<file path="config.mk">
export PLATFORM = sky130hd
export DESIGN_NAME = bldc_driver_top
export DESIGN_NICKNAME = d
export VERILOG_FILES = /design/src/bldc_pkg.sv /design/src/bldc_driver_top.sv /design/src/commutation_decoder.sv /design/src/hall_monitor.sv /design/src/motor_state_ctrl.sv /design/src/phase_pwm.sv
export VERILOG_INCLUDE_DIRS = /design/src
export SDC_FILE = /design/constraint.sdc
export NUM_CORES = 1
export LEC_CHECK = 0
export ABC_AREA = 1
export BUFFER_PORTS_ARGS = -buffer_cell sky130_fd_sc_hd__buf_2
export CORE_MARGIN = 4
export CORE_UTILIZATION = 57
export CTS_CLUSTER_SIZE = 12
export DETAILED_ROUTE_END_ITERATION = 12
export MAX_ROUTING_LAYER = met4
export PLACE_DENSITY = 0.78
export RECOVER_POWER = 25
export SYNTH_ARGS = -nofsm -noshare
export SYNTH_HDL_FRONTEND = slang
export SYNTH_SLANG_ARGS = --single-unit
</file>
<file path="constraint.sdc">
create_clock -name clk -period 2.3 [get_ports clk]
set_clock_uncertainty 0.15 [all_clocks]
set_input_delay 0.345 -clock clk [delete_from_list [all_inputs] [get_ports clk]]
set_output_delay 0.345 -clock clk [all_outputs]
set_load 0.02 [all_outputs]
</file>
<file path="src/bldc_macros.svh">
`ifndef BLDC_MACROS_SVH
`define BLDC_MACROS_SVH

// ==========================================================================
// PWM timing
// ==========================================================================

// Width of every duty-cycle value in the design
`define BLDC_DUTY_W 8

// One PWM period in clock cycles, the phase counter runs 0 to period-1
`define BLDC_PWM_PERIOD 256

// Gap in cycles between one gate switching off and its partner switching on
`define BLDC_DEAD_TIME 4

// Below or at this duty the motor is not driven at all
`define BLDC_MIN_DUTY 8

// ==========================================================================
// Startup ramp and hall checking
// ==========================================================================

// Clock cycles spent on each ramp step
`define BLDC_STARTUP_TICK 256

// Ramp steps taken before the motor is considered started
`define BLDC_STARTUP_STEPS 16

// Hall inputs are checked for fault patterns once every this many cycles
`define BLDC_HALL_SAMPLE_DIV 16

// Consecutive equal samples needed to confirm a fault or a recovery
`define BLDC_HALL_STEADY 8

`endif

</file>
<file path="src/bldc_pkg.sv">
package bldc_pkg;

    `include "bldc_macros.svh"

    // Duty cycle as applied to the phase PWM compare
    typedef logic [`BLDC_DUTY_W-1:0] duty_t;

    // Raw or synchronized hall sensor code, phase A sits in bit 0
    typedef logic [2:0] hall_t;

    // One bit per motor phase, phase A sits in bit 0
    typedef logic [2:0] phase_t;

    // Motor control states
    // Poll_hall waits for a sensor to come back, err holds a wiring fault
    typedef enum logic [2:0] {
        ST_STOP,
        ST_STARTUP,
        ST_RUN,
        ST_POLL_HALL,
        ST_ERR
    } motor_state_t;

endpackage

</file>
<file path="src/bldc_driver_top.sv">
`timescale 1ns/1ps

module bldc_driver_top (
    input  logic             clk,
    input  logic             rst_n,
    input  logic             en,
    input  bldc_pkg::hall_t  hall,
    input  bldc_pkg::duty_t  duty_cmd,
    input  logic             direction,
    output bldc_pkg::phase_t phase_h,
    output bldc_pkg::phase_t phase_l,
    output logic             connected,
    output logic             fault
);

    import bldc_pkg::*;

    hall_t  hall_s;
    logic   wiring_fault;
    logic   disconnected;
    logic   clear_wiring;
    logic   drive_en;
    duty_t  duty_applied;
    phase_t drive_high;
    phase_t drive_float;

    // Sensor synchronizer and fault detection
    hall_monitor u_hall_monitor (
        .clk          (clk),
        .rst_n        (rst_n),
        .en           (en),
        .hall         (hall),
        .clear_wiring (clear_wiring),
        .hall_s       (hall_s),
        .wiring_fault (wiring_fault),
        .disconnected (disconnected)
    );

    // Startup ramp, run control and fault handling
    motor_state_ctrl u_motor_state_ctrl (
        .clk          (clk),
        .rst_n        (rst_n),
        .en           (en),
        .duty_cmd     (duty_cmd),
        .hall_s       (hall_s),
        .wiring_fault (wiring_fault),
        .disconnected (disconnected),
        .duty_applied (duty_applied),
        .drive_en     (drive_en),
        .fault        (fault),
        .clear_wiring (clear_wiring),
        .connected    (connected)
    );

    commutation_decoder u_commutation_decoder (
        .clk         (clk),
        .rst_n       (rst_n),
        .hall_s      (hall_s),
        .direction   (direction),
        .drive_high  (drive_high),
        .drive_float (drive_float)
    );

    // ======================================================================
    // Phase drivers
    // ======================================================================

    // The sourcing phase gets the applied duty, the sinking phase gets zero
    // and so keeps its low side on for most of the period
    for (genvar i = 0; i < 3; i++) begin : g_phase
        duty_t phase_duty;
        logic  phase_float;

        assign phase_duty  = drive_high[i] ? duty_applied : '0;
        assign phase_float = drive_float[i] | ~drive_en;

        phase_pwm u_phase_pwm (
            .clk         (clk),
            .rst_n       (rst_n),
            .duty        (phase_duty),
            .float_phase (phase_float),
            .pwm_h       (phase_h[i]),
            .pwm_l       (phase_l[i])
        );
    end

endmodule

</file>
<file path="src/commutation_decoder.sv">
`timescale 1ns/1ps

module commutation_decoder (
    input  logic             clk,
    input  logic             rst_n,
    input  bldc_pkg::hall_t  hall_s,
    input  logic             direction,
    output bldc_pkg::phase_t drive_high,
    output bldc_pkg::phase_t drive_float
);

    import bldc_pkg::*;

    localparam phase_t PH_A = 3'b001;
    localparam phase_t PH_B = 3'b010;
    localparam phase_t PH_C = 3'b100;

    logic [2:0] step;
    phase_t     fwd_high;
    phase_t     fwd_low;
    phase_t     high_c;
    phase_t     low_c;

    // Hall code to commutation step where 7 marks a code that cannot occur
    always_comb begin
        case (hall_s)
            3'b001:  step = 3'd0;
            3'b011:  step = 3'd1;
            3'b010:  step = 3'd2;
            3'b110:  step = 3'd3;
            3'b100:  step = 3'd4;
            3'b101:  step = 3'd5;
            default: step = 3'd7;
        endcase
    end

    // Forward six-step table in which the third phase floats
    always_comb begin
        case (step)
            3'd0, 3'd1: fwd_high = PH_A;
            3'd2, 3'd3: fwd_high = PH_B;
            3'd4, 3'd5: fwd_high = PH_C;
            default:    fwd_high = '0;
        endcase
        case (step)
            3'd3, 3'd4: fwd_low = PH_A;
            3'd0, 3'd5: fwd_low = PH_B;
            3'd1, 3'd2: fwd_low = PH_C;
            default:    fwd_low = '0;
        endcase
    end

    // Reverse rotation swaps the sourcing and sinking phases
    assign high_c = direction ? fwd_low  : fwd_high;
    assign low_c  = direction ? fwd_high : fwd_low;

    always_ff @(posedge clk or negedge rst_n) begin
        if (!rst_n) begin
            drive_high  <= '0;
            drive_float <= '1;
        end else begin
            drive_high  <= high_c;
            drive_float <= ~(high_c | low_c);
        end
    end

    // A valid code sources exactly one phase and floats exactly one other
    a_high_not_float: assert property (
        @(posedge clk) disable iff (!rst_n)
        (step != 3'd7) |=> $onehot(drive_high) && $onehot(drive_float) &&
                           ((drive_high & drive_float) == '0)
    );

endmodule

</file>
<file path="src/hall_monitor.sv">
`timescale 1ns/1ps

`include "bldc_macros.svh"

module hall_monitor (
    input  logic            clk,
    input  logic            rst_n,
    input  logic            en,
    input  bldc_pkg::hall_t hall,
    input  logic            clear_wiring,
    output bldc_pkg::hall_t hall_s,
    output logic            wiring_fault,
    output logic            disconnected
);

    import bldc_pkg::*;

    localparam int DIV_W    = $clog2(`BLDC_HALL_SAMPLE_DIV);
    localparam int STEADY_W = $clog2(`BLDC_HALL_STEADY + 1);

    hall_t               hall_meta;
    logic [DIV_W-1:0]    div_cnt;
    logic                sample;
    logic [STEADY_W-1:0] low_cnt;
    logic [STEADY_W-1:0] high_cnt;
    logic [STEADY_W-1:0] valid_cnt;

    // ======================================================================
    // Input synchronizer and sample strobe
    // ======================================================================

    // The hall lines come straight from the motor and pass two flops before any use
    always_ff @(posedge clk or negedge rst_n) begin
        if (!rst_n) begin
            hall_meta <= '0;
            hall_s    <= '0;
        end else begin
            hall_meta <= hall;
            hall_s    <= hall_meta;
        end
    end

    // Fault checking runs on a slow strobe so short glitches are ignored
    always_ff @(posedge clk or negedge rst_n) begin
        if (!rst_n) begin
            div_cnt <= '0;
        end else if (!en || sample) begin
            div_cnt <= '0;
        end else begin
            div_cnt <= div_cnt + 1'b1;
        end
    end

    assign sample = (div_cnt == DIV_W'(`BLDC_HALL_SAMPLE_DIV - 1));

    // ======================================================================
    // Steady-pattern counters and latched flags
    // ======================================================================

    always_ff @(posedge clk or negedge rst_n) begin
        if (!rst_n) begin
            low_cnt      <= '0;
            high_cnt     <= '0;
            valid_cnt    <= '0;
            wiring_fault <= 1'b0;
            disconnected <= 1'b0;
        end else if (!en) begin
            // Toggling enable also releases a latched wiring fault
            low_cnt      <= '0;
            high_cnt     <= '0;
            valid_cnt    <= '0;
            wiring_fault <= 1'b0;
        end else begin
            if (sample) begin
                if (hall_s == 3'b000) begin
                    // All lines low points at a short or a broken pull-up
                    high_cnt  <= '0;
                    valid_cnt <= '0;
                    if (low_cnt < STEADY_W'(`BLDC_HALL_STEADY)) begin
                        low_cnt <= low_cnt + 1'b1;
                    end
                    if (low_cnt == STEADY_W'(`BLDC_HALL_STEADY - 1)) begin
                        wiring_fault <= 1'b1;
                    end
                end else if (hall_s == 3'b111) begin
                    // All lines pulled high means the sensor plug is out
                    low_cnt   <= '0;
                    valid_cnt <= '0;
                    if (high_cnt < STEADY_W'(`BLDC_HALL_STEADY)) begin
                        high_cnt <= high_cnt + 1'b1;
                    end
                    if (high_cnt == STEADY_W'(`BLDC_HALL_STEADY - 1)) begin
                        disconnected <= 1'b1;
                    end
                end else begin
                    low_cnt  <= '0;
                    high_cnt <= '0;
                    // Only an unbroken run of valid codes counts as a reconnect
                    if (disconnected) begin
                        if (valid_cnt == STEADY_W'(`BLDC_HALL_STEADY - 1)) begin
                            disconnected <= 1'b0;
                            valid_cnt    <= '0;
                        end else begin
                            valid_cnt <= valid_cnt + 1'b1;
                        end
                    end
                end
            end

            // Unplugging the sensor is the way out of a wiring fault
            // The unplugged state is then tracked as a disconnect
            if (clear_wiring && hall_s == 3'b111) begin
                wiring_fault <= 1'b0;
                disconnected <= 1'b1;
                low_cnt      <= '0;
            end
        end
    end

endmodule

</file>
<file path="src/motor_state_ctrl.sv">
`timescale 1ns/1ps

`include "bldc_macros.svh"

module motor_state_ctrl (
    input  logic            clk,
    input  logic            rst_n,
    input  logic            en,
    input  bldc_pkg::duty_t duty_cmd,
    input  bldc_pkg::hall_t hall_s,
    input  logic            wiring_fault,
    input  logic            disconnected,
    output bldc_pkg::duty_t duty_applied,
    output logic            drive_en,
    output logic            fault,
    output logic            clear_wiring,
    output logic            connected
);

    import bldc_pkg::*;

    localparam int    TICK_W   = $clog2(`BLDC_STARTUP_TICK);
    localparam int    STEP_W   = $clog2(`BLDC_STARTUP_STEPS + 1);
    localparam duty_t MIN_DUTY = duty_t'(`BLDC_MIN_DUTY);

    motor_state_t      state;
    logic [TICK_W-1:0] tick_cnt;
    logic [STEP_W-1:0] step_cnt;
    logic              ramp_done;

    // Gates may only switch while the motor is starting or running
    assign drive_en = (state == ST_STARTUP) || (state == ST_RUN);

    // Unplugging the sensor while in err is the request to clear the fault
    assign clear_wiring = en && (state == ST_ERR) && (hall_s == 3'b111);

    // Fixed-time ramp, cut short once the commanded duty is reached
    assign ramp_done = (step_cnt == STEP_W'(`BLDC_STARTUP_STEPS)) ||
                       (duty_applied >= duty_cmd);

    always_ff @(posedge clk or negedge rst_n) begin
        if (!rst_n) begin
            connected <= 1'b1;
        end else begin
            connected <= ~disconnected;
        end
    end

    // ======================================================================
    // Motor state machine
    // ======================================================================

    always_ff @(posedge clk or negedge rst_n) begin
        if (!rst_n) begin
            state        <= ST_STOP;
            duty_applied <= '0;
            fault        <= 1'b0;
            tick_cnt     <= '0;
            step_cnt     <= '0;
        end else if (!en) begin
            state        <= ST_STOP;
            duty_applied <= '0;
            fault        <= 1'b0;
        end else if (wiring_fault && state != ST_ERR) begin
            // A wiring fault overrides every other state
            state        <= ST_ERR;
            duty_applied <= '0;
            fault        <= 1'b1;
        end else if (disconnected && state != ST_POLL_HALL && state != ST_ERR) begin
            state        <= ST_POLL_HALL;
            duty_applied <= '0;
        end else begin
            case (state)
                ST_STOP: begin
                    duty_applied <= '0;
                    tick_cnt     <= '0;
                    step_cnt     <= '0;
                    // Ramp always starts from the lowest duty that turns the rotor
                    if (duty_cmd > MIN_DUTY) begin
                        state        <= ST_STARTUP;
                        duty_applied <= MIN_DUTY;
                    end
                end
                ST_STARTUP: begin
                    if (duty_cmd <= MIN_DUTY) begin
                        state        <= ST_STOP;
                        duty_applied <= '0;
                    end else if (ramp_done) begin
                        state        <= ST_RUN;
                        duty_applied <= duty_cmd;
                    end else if (tick_cnt == TICK_W'(`BLDC_STARTUP_TICK - 1)) begin
                        tick_cnt     <= '0;
                        step_cnt     <= step_cnt + 1'b1;
                        duty_applied <= duty_applied + 1'b1;
                    end else begin
                        tick_cnt <= tick_cnt + 1'b1;
                    end
                end
                ST_RUN: begin
                    if (duty_cmd <= MIN_DUTY) begin
                        state        <= ST_STOP;
                        duty_applied <= '0;
                    end else begin
                        duty_applied <= duty_cmd;
                    end
                end
                ST_POLL_HALL: begin
                    // Wait here until the monitor sees a steady valid sensor
                    duty_applied <= '0;
                    if (!disconnected) begin
                        state <= ST_STOP;
                    end
                end
                ST_ERR: begin
                    duty_applied <= '0;
                    if (hall_s == 3'b111) begin
                        state <= ST_POLL_HALL;
                        fault <= 1'b0;
                    end else begin
                        fault <= 1'b1;
                    end
                end
                default: begin
                    state        <= ST_STOP;
                    duty_applied <= '0;
                end
            endcase
        end
    end

    // A reported fault must never coincide with an enabled bridge
    a_fault_no_drive: assert property (
        @(posedge clk) disable iff (!rst_n) fault |-> !drive_en
    );

endmodule

</file>
<file path="src/phase_pwm.sv">
`timescale 1ns/1ps

`include "bldc_macros.svh"

module phase_pwm (
    input  logic            clk,
    input  logic            rst_n,
    input  bldc_pkg::duty_t duty,
    input  logic            float_phase,
    output logic            pwm_h,
    output logic            pwm_l
);

    localparam int CNT_W = $clog2(`BLDC_PWM_PERIOD);
    localparam int EXT_W = CNT_W + 1;

    logic [CNT_W-1:0] cnt;
    logic [EXT_W-1:0] cnt_ext;
    logic [EXT_W-1:0] duty_ext;
    logic [EXT_W-1:0] l_start;
    logic             h_on;
    logic             l_on;

    // Free-running period counter, shared reset keeps all phases aligned
    always_ff @(posedge clk or negedge rst_n) begin
        if (!rst_n) begin
            cnt <= '0;
        end else if (cnt == CNT_W'(`BLDC_PWM_PERIOD - 1)) begin
            cnt <= '0;
        end else begin
            cnt <= cnt + 1'b1;
        end
    end

    // One extra bit so duty plus dead time cannot wrap
    assign cnt_ext  = EXT_W'(cnt);
    assign duty_ext = EXT_W'(duty);
    assign l_start  = duty_ext + EXT_W'(`BLDC_DEAD_TIME);

    // High side waits one dead time after the period start
    assign h_on = !float_phase &&
                  (cnt >= CNT_W'(`BLDC_DEAD_TIME)) &&
                  (cnt_ext < duty_ext);

    // Low side waits one dead time after the high side drops
    assign l_on = !float_phase && (cnt_ext >= l_start);

    always_ff @(posedge clk or negedge rst_n) begin
        if (!rst_n) begin
            pwm_h <= 1'b0;
            pwm_l <= 1'b0;
        end else begin
            pwm_h <= h_on;
            pwm_l <= l_on;
        end
    end

    // Shoot-through guard on the half bridge
    a_no_shoot_through: assert property (
        @(posedge clk) disable iff (!rst_n) !(pwm_h && pwm_l)
    );

endmodule

</file>
---- After elaboration in Yosys (flattened, before gate mapping) ----
Index checks and enable logic that the tools add are counted.
word-level totals
  output and inout port bits .............. 8
  latch bits .............................. 0
  word-level logic and storage cells ...... 222
  input port bits ......................... 15
  memories kept ........................... 0
  register bits after elaboration ......... 86
  RAM bits ................................ 0
  memory bits (read-only) ................. 0
operators by class
  div/mod/pow operators ................... 0
  bitwise logic cells ..................... 9
  reduce and logical (&&, ||, !) cells .... 42
  magnitude comparators ................... 14
  multiply operators ...................... 0
  eq/ne operators ......................... 47
  shift-type cells ........................ 0
  muxes and demuxes ....................... 72
  add/subtract/negate cells ............... 13
operators with widths
  cell                 number
  $mux 8               16
  $mux 4               18
  $add 8x1->8 const B  5
  $mux 3               11
  $eq 8x8->1 const B   4
  $add 8x3->9 const B  3
  $ge 8x9->1           3
  $ge 8x3->1 const B   3
  $lt 8x8->1           3
  $pmux 8 s3           1
  $eq 3x3->1 const B   7
  $eq 3x2->1 const B   6
  $pmux 3 s3           2
  $pmux 3 s6           1
  $mux 1               17
  $add 4x1->4 const B  4
  $pmux 8 s2           1
  $logic_and 1x1->1    15
  $mux 5               3
  $pmux 3 s5           1
  $eq 4x3->1 const B   3
  $ne 3x1->1 const B   4
  $reduce_or 2->1      6
  $ne 5x5->1 const B   2
  34 further kinds     58

---- Logic depth before layout (Yosys ltp) ----
Gate-level depths: netlist of run 1.
  word-level depth ........................ 8
  depth in mapped cells ................... 16
  mapped depth without buffers ............ 15

---- Modules after synthesis ----
Synthesis of run 1 repeated with hierarchy kept, for this count alone.
unflattened totals
  cells, all modules ...................... 901
  area total of the unflattened synthesis .. 6687.7 µm²
modules (own cells, without submodules)
  module                                   instances  area an instance (µm²)  cells an instance  seq. area each (µm²)
  motor_state_ctrl                         1          2188.3                  316                651.9
  phase_pwm at g_phase[1].u_phase_pwm ...  2          897.1                   114                250.2
  hall_monitor                             1          1217.4                  141                600.6
  phase_pwm at g_phase[0].u_phase_pwm      1          890.9                   114                250.2
  commutation_decoder                      1          379.1                   45                 153.9
  bldc_driver_top                          1          217.7                   57                 0.0

---- Least setup slack after synthesis of run 1 ----
OpenSTA, ideal clock, no wires.
  path kind ............................... register -> register
  from .................................... register u_commutation_decoder.drive_high[0]
  to ...................................... register g_phase[0].u_phase_pwm.pwm_l
  required time ........................... 2.037 ns
  library setup time ...................... 0.113 ns
  arrival time ............................ 1.947 ns
  path slack .............................. 0.090 ns
  period minus slack after synthesis ...... 2.210 ns
  stages on the path, launching flop included .. 15
  path buffers ............................ 1
  cells stage by stage .................... dfrtp_1 clkbuf_1 nand2_1 inv_1 ha_1 nand4_1 nand2_1 o21ai_0 ha_1 a21oi_1 o21ai_0 nor2_1 nand3_1 nand2_1 inv_1
on the way
  cells in the longest elaborated chain, start to end .. 4
RTL lines
  element                          line                       RTL
  start: declaration               commutation_decoder.sv:8   output bldc_pkg::phase_t drive_high,
  start signal: assignment         commutation_decoder.sv:62  drive_high <= high_c;
  $mux 8                           bldc_driver_top.sv:74      assign phase_duty = drive_high[i] ? duty_applied : '0;
  $add 8x3->9                      phase_pwm.sv:38            assign l_start = duty_ext + EXT_W'(`BLDC_DEAD_TIME);
  $ge 8x9->1                       phase_pwm.sv:46            assign l_on = !float_phase && (cnt_ext >= l_start);
  $logic_and 1x1->1                phase_pwm.sv:46
  via g_phase[0].u_phase_pwm.l_on  phase_pwm.sv:22            logic l_on;
  end signal: assignment           phase_pwm.sv:54            pwm_l <= l_on;
  end: declaration                 phase_pwm.sv:11            output logic pwm_l
The timed path passes the listed nets, and every way through them passes these cells.
A chain may end at the register's enable or synchronous reset.

---- Final worst setup path of run 1 ----
  from .................................... register u_motor_state_ctrl.duty_applied[3]
  to ...................................... register g_phase[2].u_phase_pwm.pwm_l
on the way
  cells in the longest elaborated chain, start to end .. 4
RTL lines
  element                          line                     RTL
  start: declaration               motor_state_ctrl.sv:13   output bldc_pkg::duty_t duty_applied,
  start signal: assignment         motor_state_ctrl.sv:90   duty_applied <= duty_cmd;
  start signal: assignment         motor_state_ctrl.sv:94   duty_applied <= duty_applied + 1'b1;
  start signal: assignment         motor_state_ctrl.sv:104  duty_applied <= duty_cmd;
  $mux 8                           bldc_driver_top.sv:74
  $add 8x3->9                      phase_pwm.sv:38
  $ge 8x9->1                       phase_pwm.sv:46
  $logic_and 1x1->1                phase_pwm.sv:46
  via g_phase[2].u_phase_pwm.l_on  phase_pwm.sv:22
  end signal: assignment           phase_pwm.sv:54
  end: declaration                 phase_pwm.sv:11
The timed path passes the listed nets, and every way through them passes these cells.

==> flow_summary_export.csv, run 1 <==
group,metric,value,unit
outcome,status,"finished, final reports clean",
final_layout,drive_gt1_share,16.5,%
sta,slew_headroom,28.2,%
placed_design,numPortBuffers,22,
sta,timing.final.crit_share,96.1,%
die,coreArea,10500,um2
grt,grt_max_degree,48,
die,start_util,59.2,%
sta,hold_viol_final,0,
synth,synthTopCellsByArea,"dfrtp_1 (33%), ha_1 (14%), nand2_1 (12%)",
clock_network,cts_buffers,9,
die,row_count,37,
setup_path,cp-end-kind,"flip-flop",
route,dr.pass1.iters,5,
synth,synth_ff_type,"dfrtp_1",
synth,yosys.area.top_type_share,33.1,%
synth,ys_warn_count,0,
die,die-width,112,um
setup_path,crit_fanout,7,
clock_network,cts_tree,"yes",
setup_path,regToRegEndpoint,"g_phase[2].u_phase_pwm.pwm_l$_DFF_PN0_",
placed_design,dp.cells,958,
synth,syn_inst,803,
pwr,p_seq_share,43.3,%
synth,yosysMostFrequentCell,"nand2_1",
placed_design,dp_hpwl,10000,um
final_layout,diodes,0,
pwr,ir_drop,0.346,mV
sta,final.setup.worst_slack,0.0900,ns
job,cap_violations,0,
route,wirelength,13100,um
min_path,min_from,"direction",
pwr,p_sw,0.00155,W
route,viasPerCell,5.39,
placed_design,pre_cts_slack,-0.0302,ns
clock_network,clockBufferDepth,2,
setup_path,r2r_setup_slack,0.09,ns
synth,synth_cell_types,48,
clock_network,cts_sinks,86,
synth,yosysSeqAreaShare,34.8,%
route,drc,0,
die,dieArea,12600,um2
synth,yosys-top-cells-count,"nand2_1 (192), inv_1 (103), dfrtp_1 (82)",
route,wire_per_inst,13.3,um
final_layout,multi_input_area,3610,um2
setup_path,cp.required,2.42,ns
placed_design,post_dp_cell_area,6490,um2
grt,track_usage,21.9,%
final_layout,fill_cells,865,
setup_path,critPathLaunchType,"flip-flop",
clock_network,clk_pin_slew,0.10,ns
synth,yosys.area.top_type,"dfrtp_1",
sta,grt_setup_unrepaired,"yes",
setup_path,rr_startpoint,"u_motor_state_ctrl.duty_applied[3]$_DFFE_PN0P_",
setup_path,worstRegToRegCells,12,
synth,synth.avg_cell_area,7.71,um2
pwr,leakage,3.46,nW
grt,grt_pass1_vias,5243,
pwr,p_sw_share,38.3,%
pwr,power_density,586,nW/um2
final_layout,seq_area,2160,um2
grt,grt_pass1_wl,22600,um
route,ant_nets,0,
sta,fmaxAchievable,452,MHz
sta,holdWs,0.0874,ns
die,die_y,112,um
sta,tightest_slew,1.08,ns
pwr,power_frac_clock,25.5,%
min_path,min_path_type,"in -> reg",
sta,min_period,2.21,ns
sta,drv_slew,0,
setup_path,path_class,"reg -> reg",
final_layout,area_delta_synth_final,11.5,%
synth,synth-edff-count,0,
clock_network,htree_levels,3,
grt,grt_remaining_overflow,0,
min_path,holdPathStages,2,
sta,tns,0,ns
final_layout,design_area,6900,um2
min_path,min_to,"u_commutation_decoder.drive_high[2]$_DFF_PN0_",
die,ios,23,
pwr,comb_power_share,31.2,%
clock_network,cts_root_buf,"clkbuf_8",
route,vias,5313,
synth,ys_seq_elements,86,
placed_design,place.gp.congestion,0.907,
clock_network,insertion_delay,0.38,ns
synth,synth_nets,885,
synth,async_flop_share,100,%
setup_path,worst_ep_arrival_time,2.33,ns
pwr,internal_power,0.00249,W
grt,antenna_found_initial,0,
synth,netlist_area,6190,um2
final_layout,instances_no_fill,986,
final_layout,nets,927,
sta,setup_viol,0,
route,drt_iter0_drc,306,
how the worst max path moves through the flow:
stage / depth (start not counted) / slack, ns / from / end
final: 12 / 0.09 / u_motor_state_ctrl.duty_applied[3]$_DFFE_PN0P_ / g_phase[2].u_phase_pwm.pwm_l$_DFF_PN0_
after floorplan: 14 / 0.09 / u_commutation_decoder.drive_high[0]$_DFF_PN0_ / g_phase[0].u_phase_pwm.pwm_l$_DFF_PN0_
after CTS: 13 / 0.03 / u_motor_state_ctrl.duty_applied[3]$_DFFE_PN0P_ / g_phase[0].u_phase_pwm.pwm_l$_DFF_PN0_
after global placement: 13 / 0.06 / u_motor_state_ctrl.duty_applied[3]$_DFFE_PN0P_ / g_phase[0].u_phase_pwm.pwm_l$_DFF_PN0_
after detailed placement: 12 / -0.03 / u_motor_state_ctrl.duty_applied[3]$_DFFE_PN0P_ / g_phase[0].u_phase_pwm.pwm_l$_DFF_PN0_
after global routing: 13 / -0.07 / u_motor_state_ctrl.duty_applied[2]$_DFFE_PN0P_ / g_phase[2].u_phase_pwm.pwm_l$_DFF_PN0_
sequential cells by signal (all words and copies together), names as in the netlist, 4 cells and up:
register and cells:
u_motor_state_ctrl.step_cnt 5, u_hall_monitor.high_cnt 4, u_motor_state_ctrl.duty_applied 8, u_hall_monitor.div_cnt 4
u_hall_monitor.low_cnt 4, u_motor_state_ctrl.tick_cnt 8, g_phase.u_phase_pwm.cnt 24, u_hall_monitor.valid_cnt 4
final cells by class:
cell class	instances	area share [%]
clock buffers	10	1.85
clock inverters	6	0.780
inverters	112	6.13
multi-input cells	586	52.3
flip-flops and latches	86	31.3
well taps	136	2.47
repair buffers	50	5.13
cells by family after synthesis:
logic type                 share of synthesized area (%)
xor gates and xnor gates                            4.10
and+or+nand+nor                                     28.8
muxes                                              0.344
AOI/OAI and AO/OA                                   9.36
DFF                                                 34.8
buffers and inverters                               8.99
adders and majority gates                           13.5
routing by layer:
layer | global-route usage [%] | part of all wire, % | vias up | routed length, um
met3 | 3.72 | 3.5 | 19 | 456
li1 | - | - | 2693 | -
met5 | - | 0 | - | 0
met4 | 7.13 | 1.5 | 0 | 190
met1 | 26.4 | 45 | 2493 | 5870
met2 | 37.3 | 50 | 108 | 6580
through the flow:
step	utilization, %	power (W)
2_1_floorplan	-	0.00263
3_3_place_gp	62.1	0.00291
3_5_place_dp	62.1	0.00295
4_1_cts	64.2	0.00399
5_1_grt	66.0	0.00430
6_report	66.0	0.00404
placed cells by master (no fill, tap or decap), types with 3 or more instances in the layout:
cell type,n
nand2_4,5
nand2_2,13
nor4_1,3
nand3_1,49
nor2_2,4
o21ai_0,33
dfstp_2,4
ha_1,65
clkbuf_8,9
dfrtp_2,4
o21a_1,4
nor2_4,6
nand2_1,183
inv_2,11
buf_2,21
dlygate4sd3_1,4
a21oi_1,25
buf_4,22
nor3_1,8
o21ai_1,8
xnor2_1,4
dfrtp_1,78
inv_1,100
o21ai_2,10
nand4_1,17
o31ai_1,4
nor3b_1,9
nand3b_1,4
a21oi_2,3
nor2_1,75
xor2_1,24
critical path: stages, from the launching register on:
cell     delay [ns]
dfrtp_2        0.48
nand2_1        0.11
inv_1          0.05
ha_1           0.23
xor2_1         0.17
ha_1           0.33
a21oi_2        0.13
o21a_1         0.12
nor2_1         0.04
nor2_1         0.10
nand3_1        0.07
nand2_1        0.08
inv_1          0.04
power groups by stage:
stage               Combinational [W]  Clock [W]  Sequential (W)
finish                        0.00126    0.00103         0.00175
global route                  0.00142    0.00112         0.00176
CTS                           0.00119    0.00105         0.00174
detailed placement            0.00118          0         0.00177
global placement              0.00115          0         0.00176
floorplan                    0.000891          0         0.00174
repair_timing:
| item | in CTS | in global routing |
|---|---|---|
| hold buffers | 4 | 0 |
| hold endpoints to repair | 25 | 0 |
| resized for setup | 2 | 36 |
| setup buffers | 0 | 7 |
| gates cloned | 0 | 1 |
| setup endpoints to repair | 2 | 24 |
| pin swaps | 0 | 8 |
Note: power is estimated with default switching activity, not from simulation.
==> inputs of run 2 (changes only) <==
--- a/config.mk
+++ b/config.mk
@@ -9,12 +9,13 @@
 export ABC_AREA = 1
 export BUFFER_PORTS_ARGS = -buffer_cell sky130_fd_sc_hd__buf_2
 export CORE_MARGIN = 4
-export CORE_UTILIZATION = 57
+export CORE_UTILIZATION = 60
 export CTS_CLUSTER_SIZE = 12
 export DETAILED_ROUTE_END_ITERATION = 12
 export MAX_ROUTING_LAYER = met4
-export PLACE_DENSITY = 0.78
+export PLACE_DENSITY = 0.79
 export RECOVER_POWER = 25
+export SETUP_SLACK_MARGIN = 0.15
 export SYNTH_ARGS = -nofsm -noshare
 export SYNTH_HDL_FRONTEND = slang
 export SYNTH_SLANG_ARGS = --single-unit
==> constraint.sdc (replaced) <==
create_clock -name clk -period 2.4 [get_ports clk]
set_clock_uncertainty 0.15 [all_clocks]
set_input_delay 0.36 -clock clk [delete_from_list [all_inputs] [get_ports clk]]
set_output_delay 0.36 -clock clk [all_outputs]
set_load 0.02 [all_outputs]
==> flow_summary_export.csv, run 2 (same netlist as run 1, synthesis figures left out) <==
group,metric,value,unit
placed_design,place.gp.congestion,0.908,
die,coreArea,9910,um2
die,row_count,36,
sta,grt_setup_unrepaired,"yes",
final_layout,final_common_cell,"nand2_1",
sta,tns,0,ns
die,ios,23,
clock_network,cts_buffers,9,
pwr,power_frac_clock,25.9,%
placed_design,dp_hpwl,9850,um
route,viasPerCell,5.47,
sta,fmaxAchievable,440,MHz
setup_path,path_common_cell,"nor2_1",
route,route.met2.wl,6750,um
grt,grt_max_degree,50,
pwr,ir_drop,0.389,mV
pwr,leakage,3.49,nW
setup_path,path_class,"reg -> reg",
final_layout,diodes,0,
route,ant_nets,0,
outcome,status,"finished, final reports clean",
sta,drv_slew,0,
grt,grt_pass1_vias,5164,
route,highest_layer,"met4",
setup_path,r2r_setup_slack,0.13,ns
pwr,p_sw,0.00153,W
setup_path,slowest_stage,"dfrtp_2",
final_layout,nets,928,
final_layout,multi_input_area,3730,um2
final_layout,seq_area,2160,um2
route,drt_iter0_drc,364,
setup_path,critical-path-top-delay-family,"flip-flops",
sta,timing.final.crit_share,94.7,%
pwr,comb_power_share,31.6,%
die,die_y,110,um
route,m1WireLength,6300,um
clock_network,clockBufferDepth,2,
final_layout,regMostFlops,"g_phase.u_phase_pwm.cnt",
setup_path,crit_fanout,8,
clock_network,htree_levels,3,
sta,tightest_slew,1.02,ns
setup_path,critPathLaunchType,"flip-flop",
clock_network,clk_pin_slew,0.09,ns
route,vias,5383,
setup_path,worst_ep_arrival_time,2.41,ns
setup_path,cp-end-kind,"flip-flop",
job,cap_violations,0,
die,die-width,110,um
pwr,p_seq_share,42.5,%
final_layout,reg_top3,"g_phase.u_phase_pwm.cnt (24), u_motor_state_ctrl.duty_applied (8), u_motor_state_ctrl.tick_cnt (8)",
final_layout,fill_cells,764,
grt,antenna_found_initial,0,
route,dr.pass1.iters,5,
setup_path,crit_buf_inv,3,
setup_path,cp.required,2.53,ns
pwr,power_density,562,nW/um2
sta,hold_viol_final,0,
setup_path,worstPathCellList,"buf_6 -> nand2_4 -> inv_4 -> ha_4 -> xor2_1 -> ha_1 -> a21oi_2 -> o21a_1 -> nor2_1 -> nor2_1 -> nand3_1 -> nand2_1 -> inv_1",
route,wire_per_inst,14.1,um
sta,setup_viol,0,
pwr,internal_power,0.00243,W
final_layout,largest_reg_flops,24,
clock_network,cts_tree,"yes",
final_layout,area_delta_synth_final,13.8,%
route,wirelength,13900,um
pwr,p_sw_share,38.6,%
clock_network,insertion_delay,0.38,ns
sta,slew_headroom,31.9,%
min_path,min_path_type,"in -> reg",
grt,grt_remaining_overflow,0,
route,drc,0,
final_layout,final_cell_mix,"nand2_1 (175), inv_1 (96), dfrtp_1 (78), nor2_1 (74), ha_1 (61)",
sta,min_period,2.27,ns
placed_design,numPortBuffers,22,
clock_network,cts_sinks,86,
final_layout,drive_gt1_share,19.4,%
clock_network,cts_root_buf,"clkbuf_8",
setup_path,critPathMaxStageDelay,0.51,ns
final_layout,final_util,71.1,%
grt,grt_pass1_wl,22900,um
grt,track_usage,24.6,%
die,dieArea,12000,um2
die,start_util,62.5,%
route,wl_met3,597,um
==> run 2: stage by stage <==
| step | hold slack, ns | area, um2 | setup WS, ns | total power, W | std cells |
|---|---|---|---|---|---|
| after floorplan | -0.0856 | 6190 | 0.190 | 0.00252 | 803 |
| after global placement | 0.183 | 6440 | 0.148 | 0.00276 | 950 |
| after detailed placement | 0.190 | 6440 | 0.0657 | 0.00279 | 950 |
| after CTS | 0.0978 | 6670 | 0.146 | 0.00382 | 970 |
| after global routing | 0.115 | 7050 | 0.0342 | 0.00421 | 984 |
| final | 0.113 | 7050 | 0.128 | 0.00396 | 984 |
==> run 2: power by group through the flow <==
stage	sequential (W)	combinational, W	clock [W]
after global routing	0.00170	0.00140	0.00111
after CTS	0.00167	0.00111	0.00104
after detailed placement	0.00170	0.00110	0
after global placement	0.00169	0.00107	0
final	0.00168	0.00125	0.00103
after floorplan	0.00167	0.000854	0
==> run 2: cell type report <==
cell class	count	area share [%]
clock buffers	10	1.95
clock inverters	6	0.746
inverters	112	6.07
multi-input cells	586	53.0
flip-flops and latches	86	30.7
well taps	133	2.36
repair buffers	51	5.24
==> run 2: path summary, 6_finish.rpt <==
check	start	to	cells after the start
worst min-delay path	direction	u_commutation_decoder.drive_high[2]$_DFF_PN0_	2
max in group asynchronous	rst_n	u_commutation_decoder.drive_float[2]$_DFF_PN1_	3
worst max-delay path	u_motor_state_ctrl.duty_applied[3]$_DFFE_PN0P_	g_phase[1].u_phase_pwm.pwm_l$_DFF_PN0_	13
worst min register to register	u_hall_monitor.hall_meta[2]$_DFF_PN0_	u_hall_monitor.hall_s[2]$_DFF_PN0_	0
worst max register to register	u_motor_state_ctrl.duty_applied[3]$_DFFE_PN0P_	g_phase[1].u_phase_pwm.pwm_l$_DFF_PN0_	13
min in group asynchronous	rst_n	u_motor_state_ctrl.tick_cnt[6]$_DFFE_PN0P_	2
==> run 2: layer usage <==
layer	GRT usage, %	vias to the layer above
met4	9.35	0
met2	40.5	134
met3	3.70	26
met5	-	-
met1	30.7	2527
li1	-	2696
==> run 2: what timing repair did <==
action                                  4_1_cts  5_1_grt
pin swaps                                     0       38
setup buffers                                 0       13
endpoints found under the setup margin        5       24
gates cloned                                  0        1
hold buffers                                  4        0
gates resized for setup                       2       79
endpoints found under the hold margin        40        0
==> inputs of run 3 (changes only) <==
--- a/config.mk
+++ b/config.mk
@@ -8,6 +8,7 @@
 export LEC_CHECK = 0
 export ABC_AREA = 1
 export BUFFER_PORTS_ARGS = -buffer_cell sky130_fd_sc_hd__buf_2
+export CORE_ASPECT_RATIO = 2
 export CORE_MARGIN = 4
 export CORE_UTILIZATION = 60
 export CTS_CLUSTER_SIZE = 12
==> flow_summary_export.csv, run 3 (same netlist as run 1, synthesis figures left out) <==
group,metric,value,unit
grt,grt_remaining_overflow,0,
die,row_count,52,
sta,slew_headroom,43.3,%
placed_design,dp_hpwl,10000,um
min_path,holdPathStages,2,
die,die-width,79.8,um
die,die_y,152,um
final_layout,reg_top3,"g_phase.u_phase_pwm.cnt (24), u_motor_state_ctrl.duty_applied (8), u_motor_state_ctrl.tick_cnt (8)",
clock_network,htree_levels,3,
route,vias,5364,
sta,setup_viol,0,
grt,grt_max_degree,57,
outcome,status,"finished, final reports clean",
clock_network,insertion_delay,0.34,ns
setup_path,r2r_setup_slack,0.20,ns
pwr,p_sw,0.00150,W
setup_path,cp-end-kind,"flip-flop",
pwr,internal_power,0.00280,W
pwr,comb_power_share,28.6,%
placed_design,place.gp.congestion,0.914,
route,wirelength,13700,um
route,dr.pass1.iters,5,
job,cap_violations,0,
setup_path,slowest_stage,"dfrtp_2",
clock_network,cts_tree,"yes",
die,start_util,61.4,%
final_layout,final_cell_mix,"nand2_1 (181), inv_1 (99), dfrtp_1 (79), nor2_1 (77), ha_1 (65)",
setup_path,critPathMaxStageDelay,0.45,ns
setup_path,worst_ep_arrival_time,2.32,ns
pwr,ir_drop,0.538,mV
die,dieArea,12100,um2
clock_network,clockBufferDepth,2,
setup_path,cp.required,2.52,ns
pwr,leakage,3.48,nW
grt,grt_pass1_vias,5341,
setup_path,rr_startpoint,"u_motor_state_ctrl.duty_applied[2]$_DFFE_PN0P_",
min_path,min_to,"u_commutation_decoder.drive_high[0]$_DFF_PN0_",
clock_network,cts_buffers,9,
placed_design,pre_cts_slack,0.0818,ns
setup_path,critPathLaunchType,"flip-flop",
grt,antenna_found_initial,0,
setup_path,path_common_cell,"nand2_1",
min_path,min_path_type,"in -> reg",
sta,min_period,2.20,ns
route,drt_iter0_drc,332,
final_layout,diodes,0,
sta,fmaxAchievable,455,MHz
setup_path,path_class,"reg -> reg",
pwr,power_frac_clock,32.4,%
min_path,min_from,"direction",
route,ant_nets,0,
sta,timing.final.crit_share,91.6,%
final_layout,nets,921,
die,ios,23,
clock_network,cts_root_buf,"clkbuf_16",
setup_path,worstPathCellList,"buf_4 -> ha_1 -> nand2_1 -> nor2_1 -> nor2_1 -> nand2_1 -> nand2_2 -> nand2_4 -> inv_2 -> nand2_2 -> nor2_8 -> buf_12 -> nand2_1 -> nand2_1",
final_layout,area_delta_synth_final,12.7,%
sta,drv_slew,0,
route,drc,0,
final_layout,fill_cells,811,
sta,final.setup.worst_slack,0.202,ns
grt,track_usage,24.8,%
final_layout,regMostFlops,"g_phase.u_phase_pwm.cnt",
route,wire_per_inst,14.0,um
final_layout,largest_reg_flops,24,
pwr,p_sw_share,34.9,%
pwr,p_seq_share,39.0,%
sta,hold_viol_final,0,
pwr,power_density,616,nW/um2
placed_design,numPortBuffers,22,
final_layout,final_common_cell,"nand2_1",
die,coreArea,10100,um2
clock_network,cts_sinks,86,
final_layout,drive_gt1_share,15.8,%
sta,grt_setup_unrepaired,"yes",
sta,tightest_slew,0.850,ns
grt,grt_pass1_wl,23400,um
clock_network,clk_pin_slew,0.06,ns
setup_path,crit_fanout,8,
route,viasPerCell,5.48,
sta,tns,0,ns
setup_path,regToRegEndpoint,"u_motor_state_ctrl.duty_applied[3]$_DFFE_PN0P_",
setup_path,worstRegToRegCells,14,
[run 3: worst max path at each step]
stage                                                           to  slack (ns)  depth (start not counted)                                      startpoint
CTS                         g_phase[0].u_phase_pwm.pwm_l$_DFF_PN0_        0.14                         13  u_motor_state_ctrl.duty_applied[2]$_DFFE_PN0P_
floorplan                   g_phase[0].u_phase_pwm.pwm_l$_DFF_PN0_        0.19                         14   u_commutation_decoder.drive_high[0]$_DFF_PN0_
finish              u_motor_state_ctrl.duty_applied[3]$_DFFE_PN0P_        0.20                         14  u_motor_state_ctrl.duty_applied[2]$_DFFE_PN0P_
global placement        u_motor_state_ctrl.tick_cnt[3]$_DFFE_PN0P_        0.14                         13                                     duty_cmd[3]
detailed placement          g_phase[0].u_phase_pwm.pwm_l$_DFF_PN0_        0.08                         13  u_motor_state_ctrl.duty_applied[2]$_DFFE_PN0P_
global route                g_phase[1].u_phase_pwm.pwm_l$_DFF_PN0_        0.09                         12  u_motor_state_ctrl.duty_applied[3]$_DFFE_PN0P_
[run 3: area by class of cell]
type	count	area, um2	share of cell area [%]
timing repair buffer	44	327	4.68
multi-input combinational	586	3610	51.7
tap	135	169	2.42
inverter	112	423	6.06
sequential	86	2160	31.0
clock inverter	5	60.1	0.861
clock buffer	10	229	3.28
[run 3: metrics by stage]
step	utilization (%)	total power [W]	instances	cell area, um2	hold slack [ns]
after global routing	69.2	0.00453	978	6970	0.155
after floorplan	-	0.00252	803	6190	-0.0856
after detailed placement	63.7	0.00279	950	6430	0.183
after CTS	67.0	0.00419	969	6760	0.139
after global placement	63.7	0.00275	950	6430	0.175
final	69.2	0.00429	978	6970	0.142
[run 3: worst max-delay path, delay by kind of cell (launching register included)]
family	cells	cell delay, ns
DFF	1	0.45
and+or+nand+nor	10	0.88
buffers and inverters	3	0.37
adders and majority gates	1	0.27
[run 3: what timing repair did]
| action | 4_1_cts | 5_1_grt |
|---|---|---|
| endpoints found under the hold margin | 33 | 0 |
| cloned | 0 | 1 |
| buffers inserted | 0 | 8 |
| hold buffers | 4 | 0 |
| endpoints found under the setup margin | 2 | 24 |
| pin swaps | 0 | 14 |
| gates resized for setup | 2 | 40 |
[run 3: per-layer routing]
metal  part of all wire [%]  vias up  track usage (%)
li1                       -     2676                -
met1                     40     2532             27.3
met2                     54      120             43.6
met3                    2.9       36             3.55
met4                    3.6        0             11.4
met5                      0        -                -
[run 3: power groups by stage]
| stage | combinational, W | sequential, W | clock [W] |
|---|---|---|---|
| floorplan | 0.000854 | 0.00167 | 0 |
| global placement | 0.00106 | 0.00169 | 0 |
| detailed placement | 0.00109 | 0.00170 | 0 |
| CTS | 0.00112 | 0.00167 | 0.00140 |
| global route | 0.00138 | 0.00169 | 0.00146 |
| finish | 0.00123 | 0.00168 | 0.00139 |
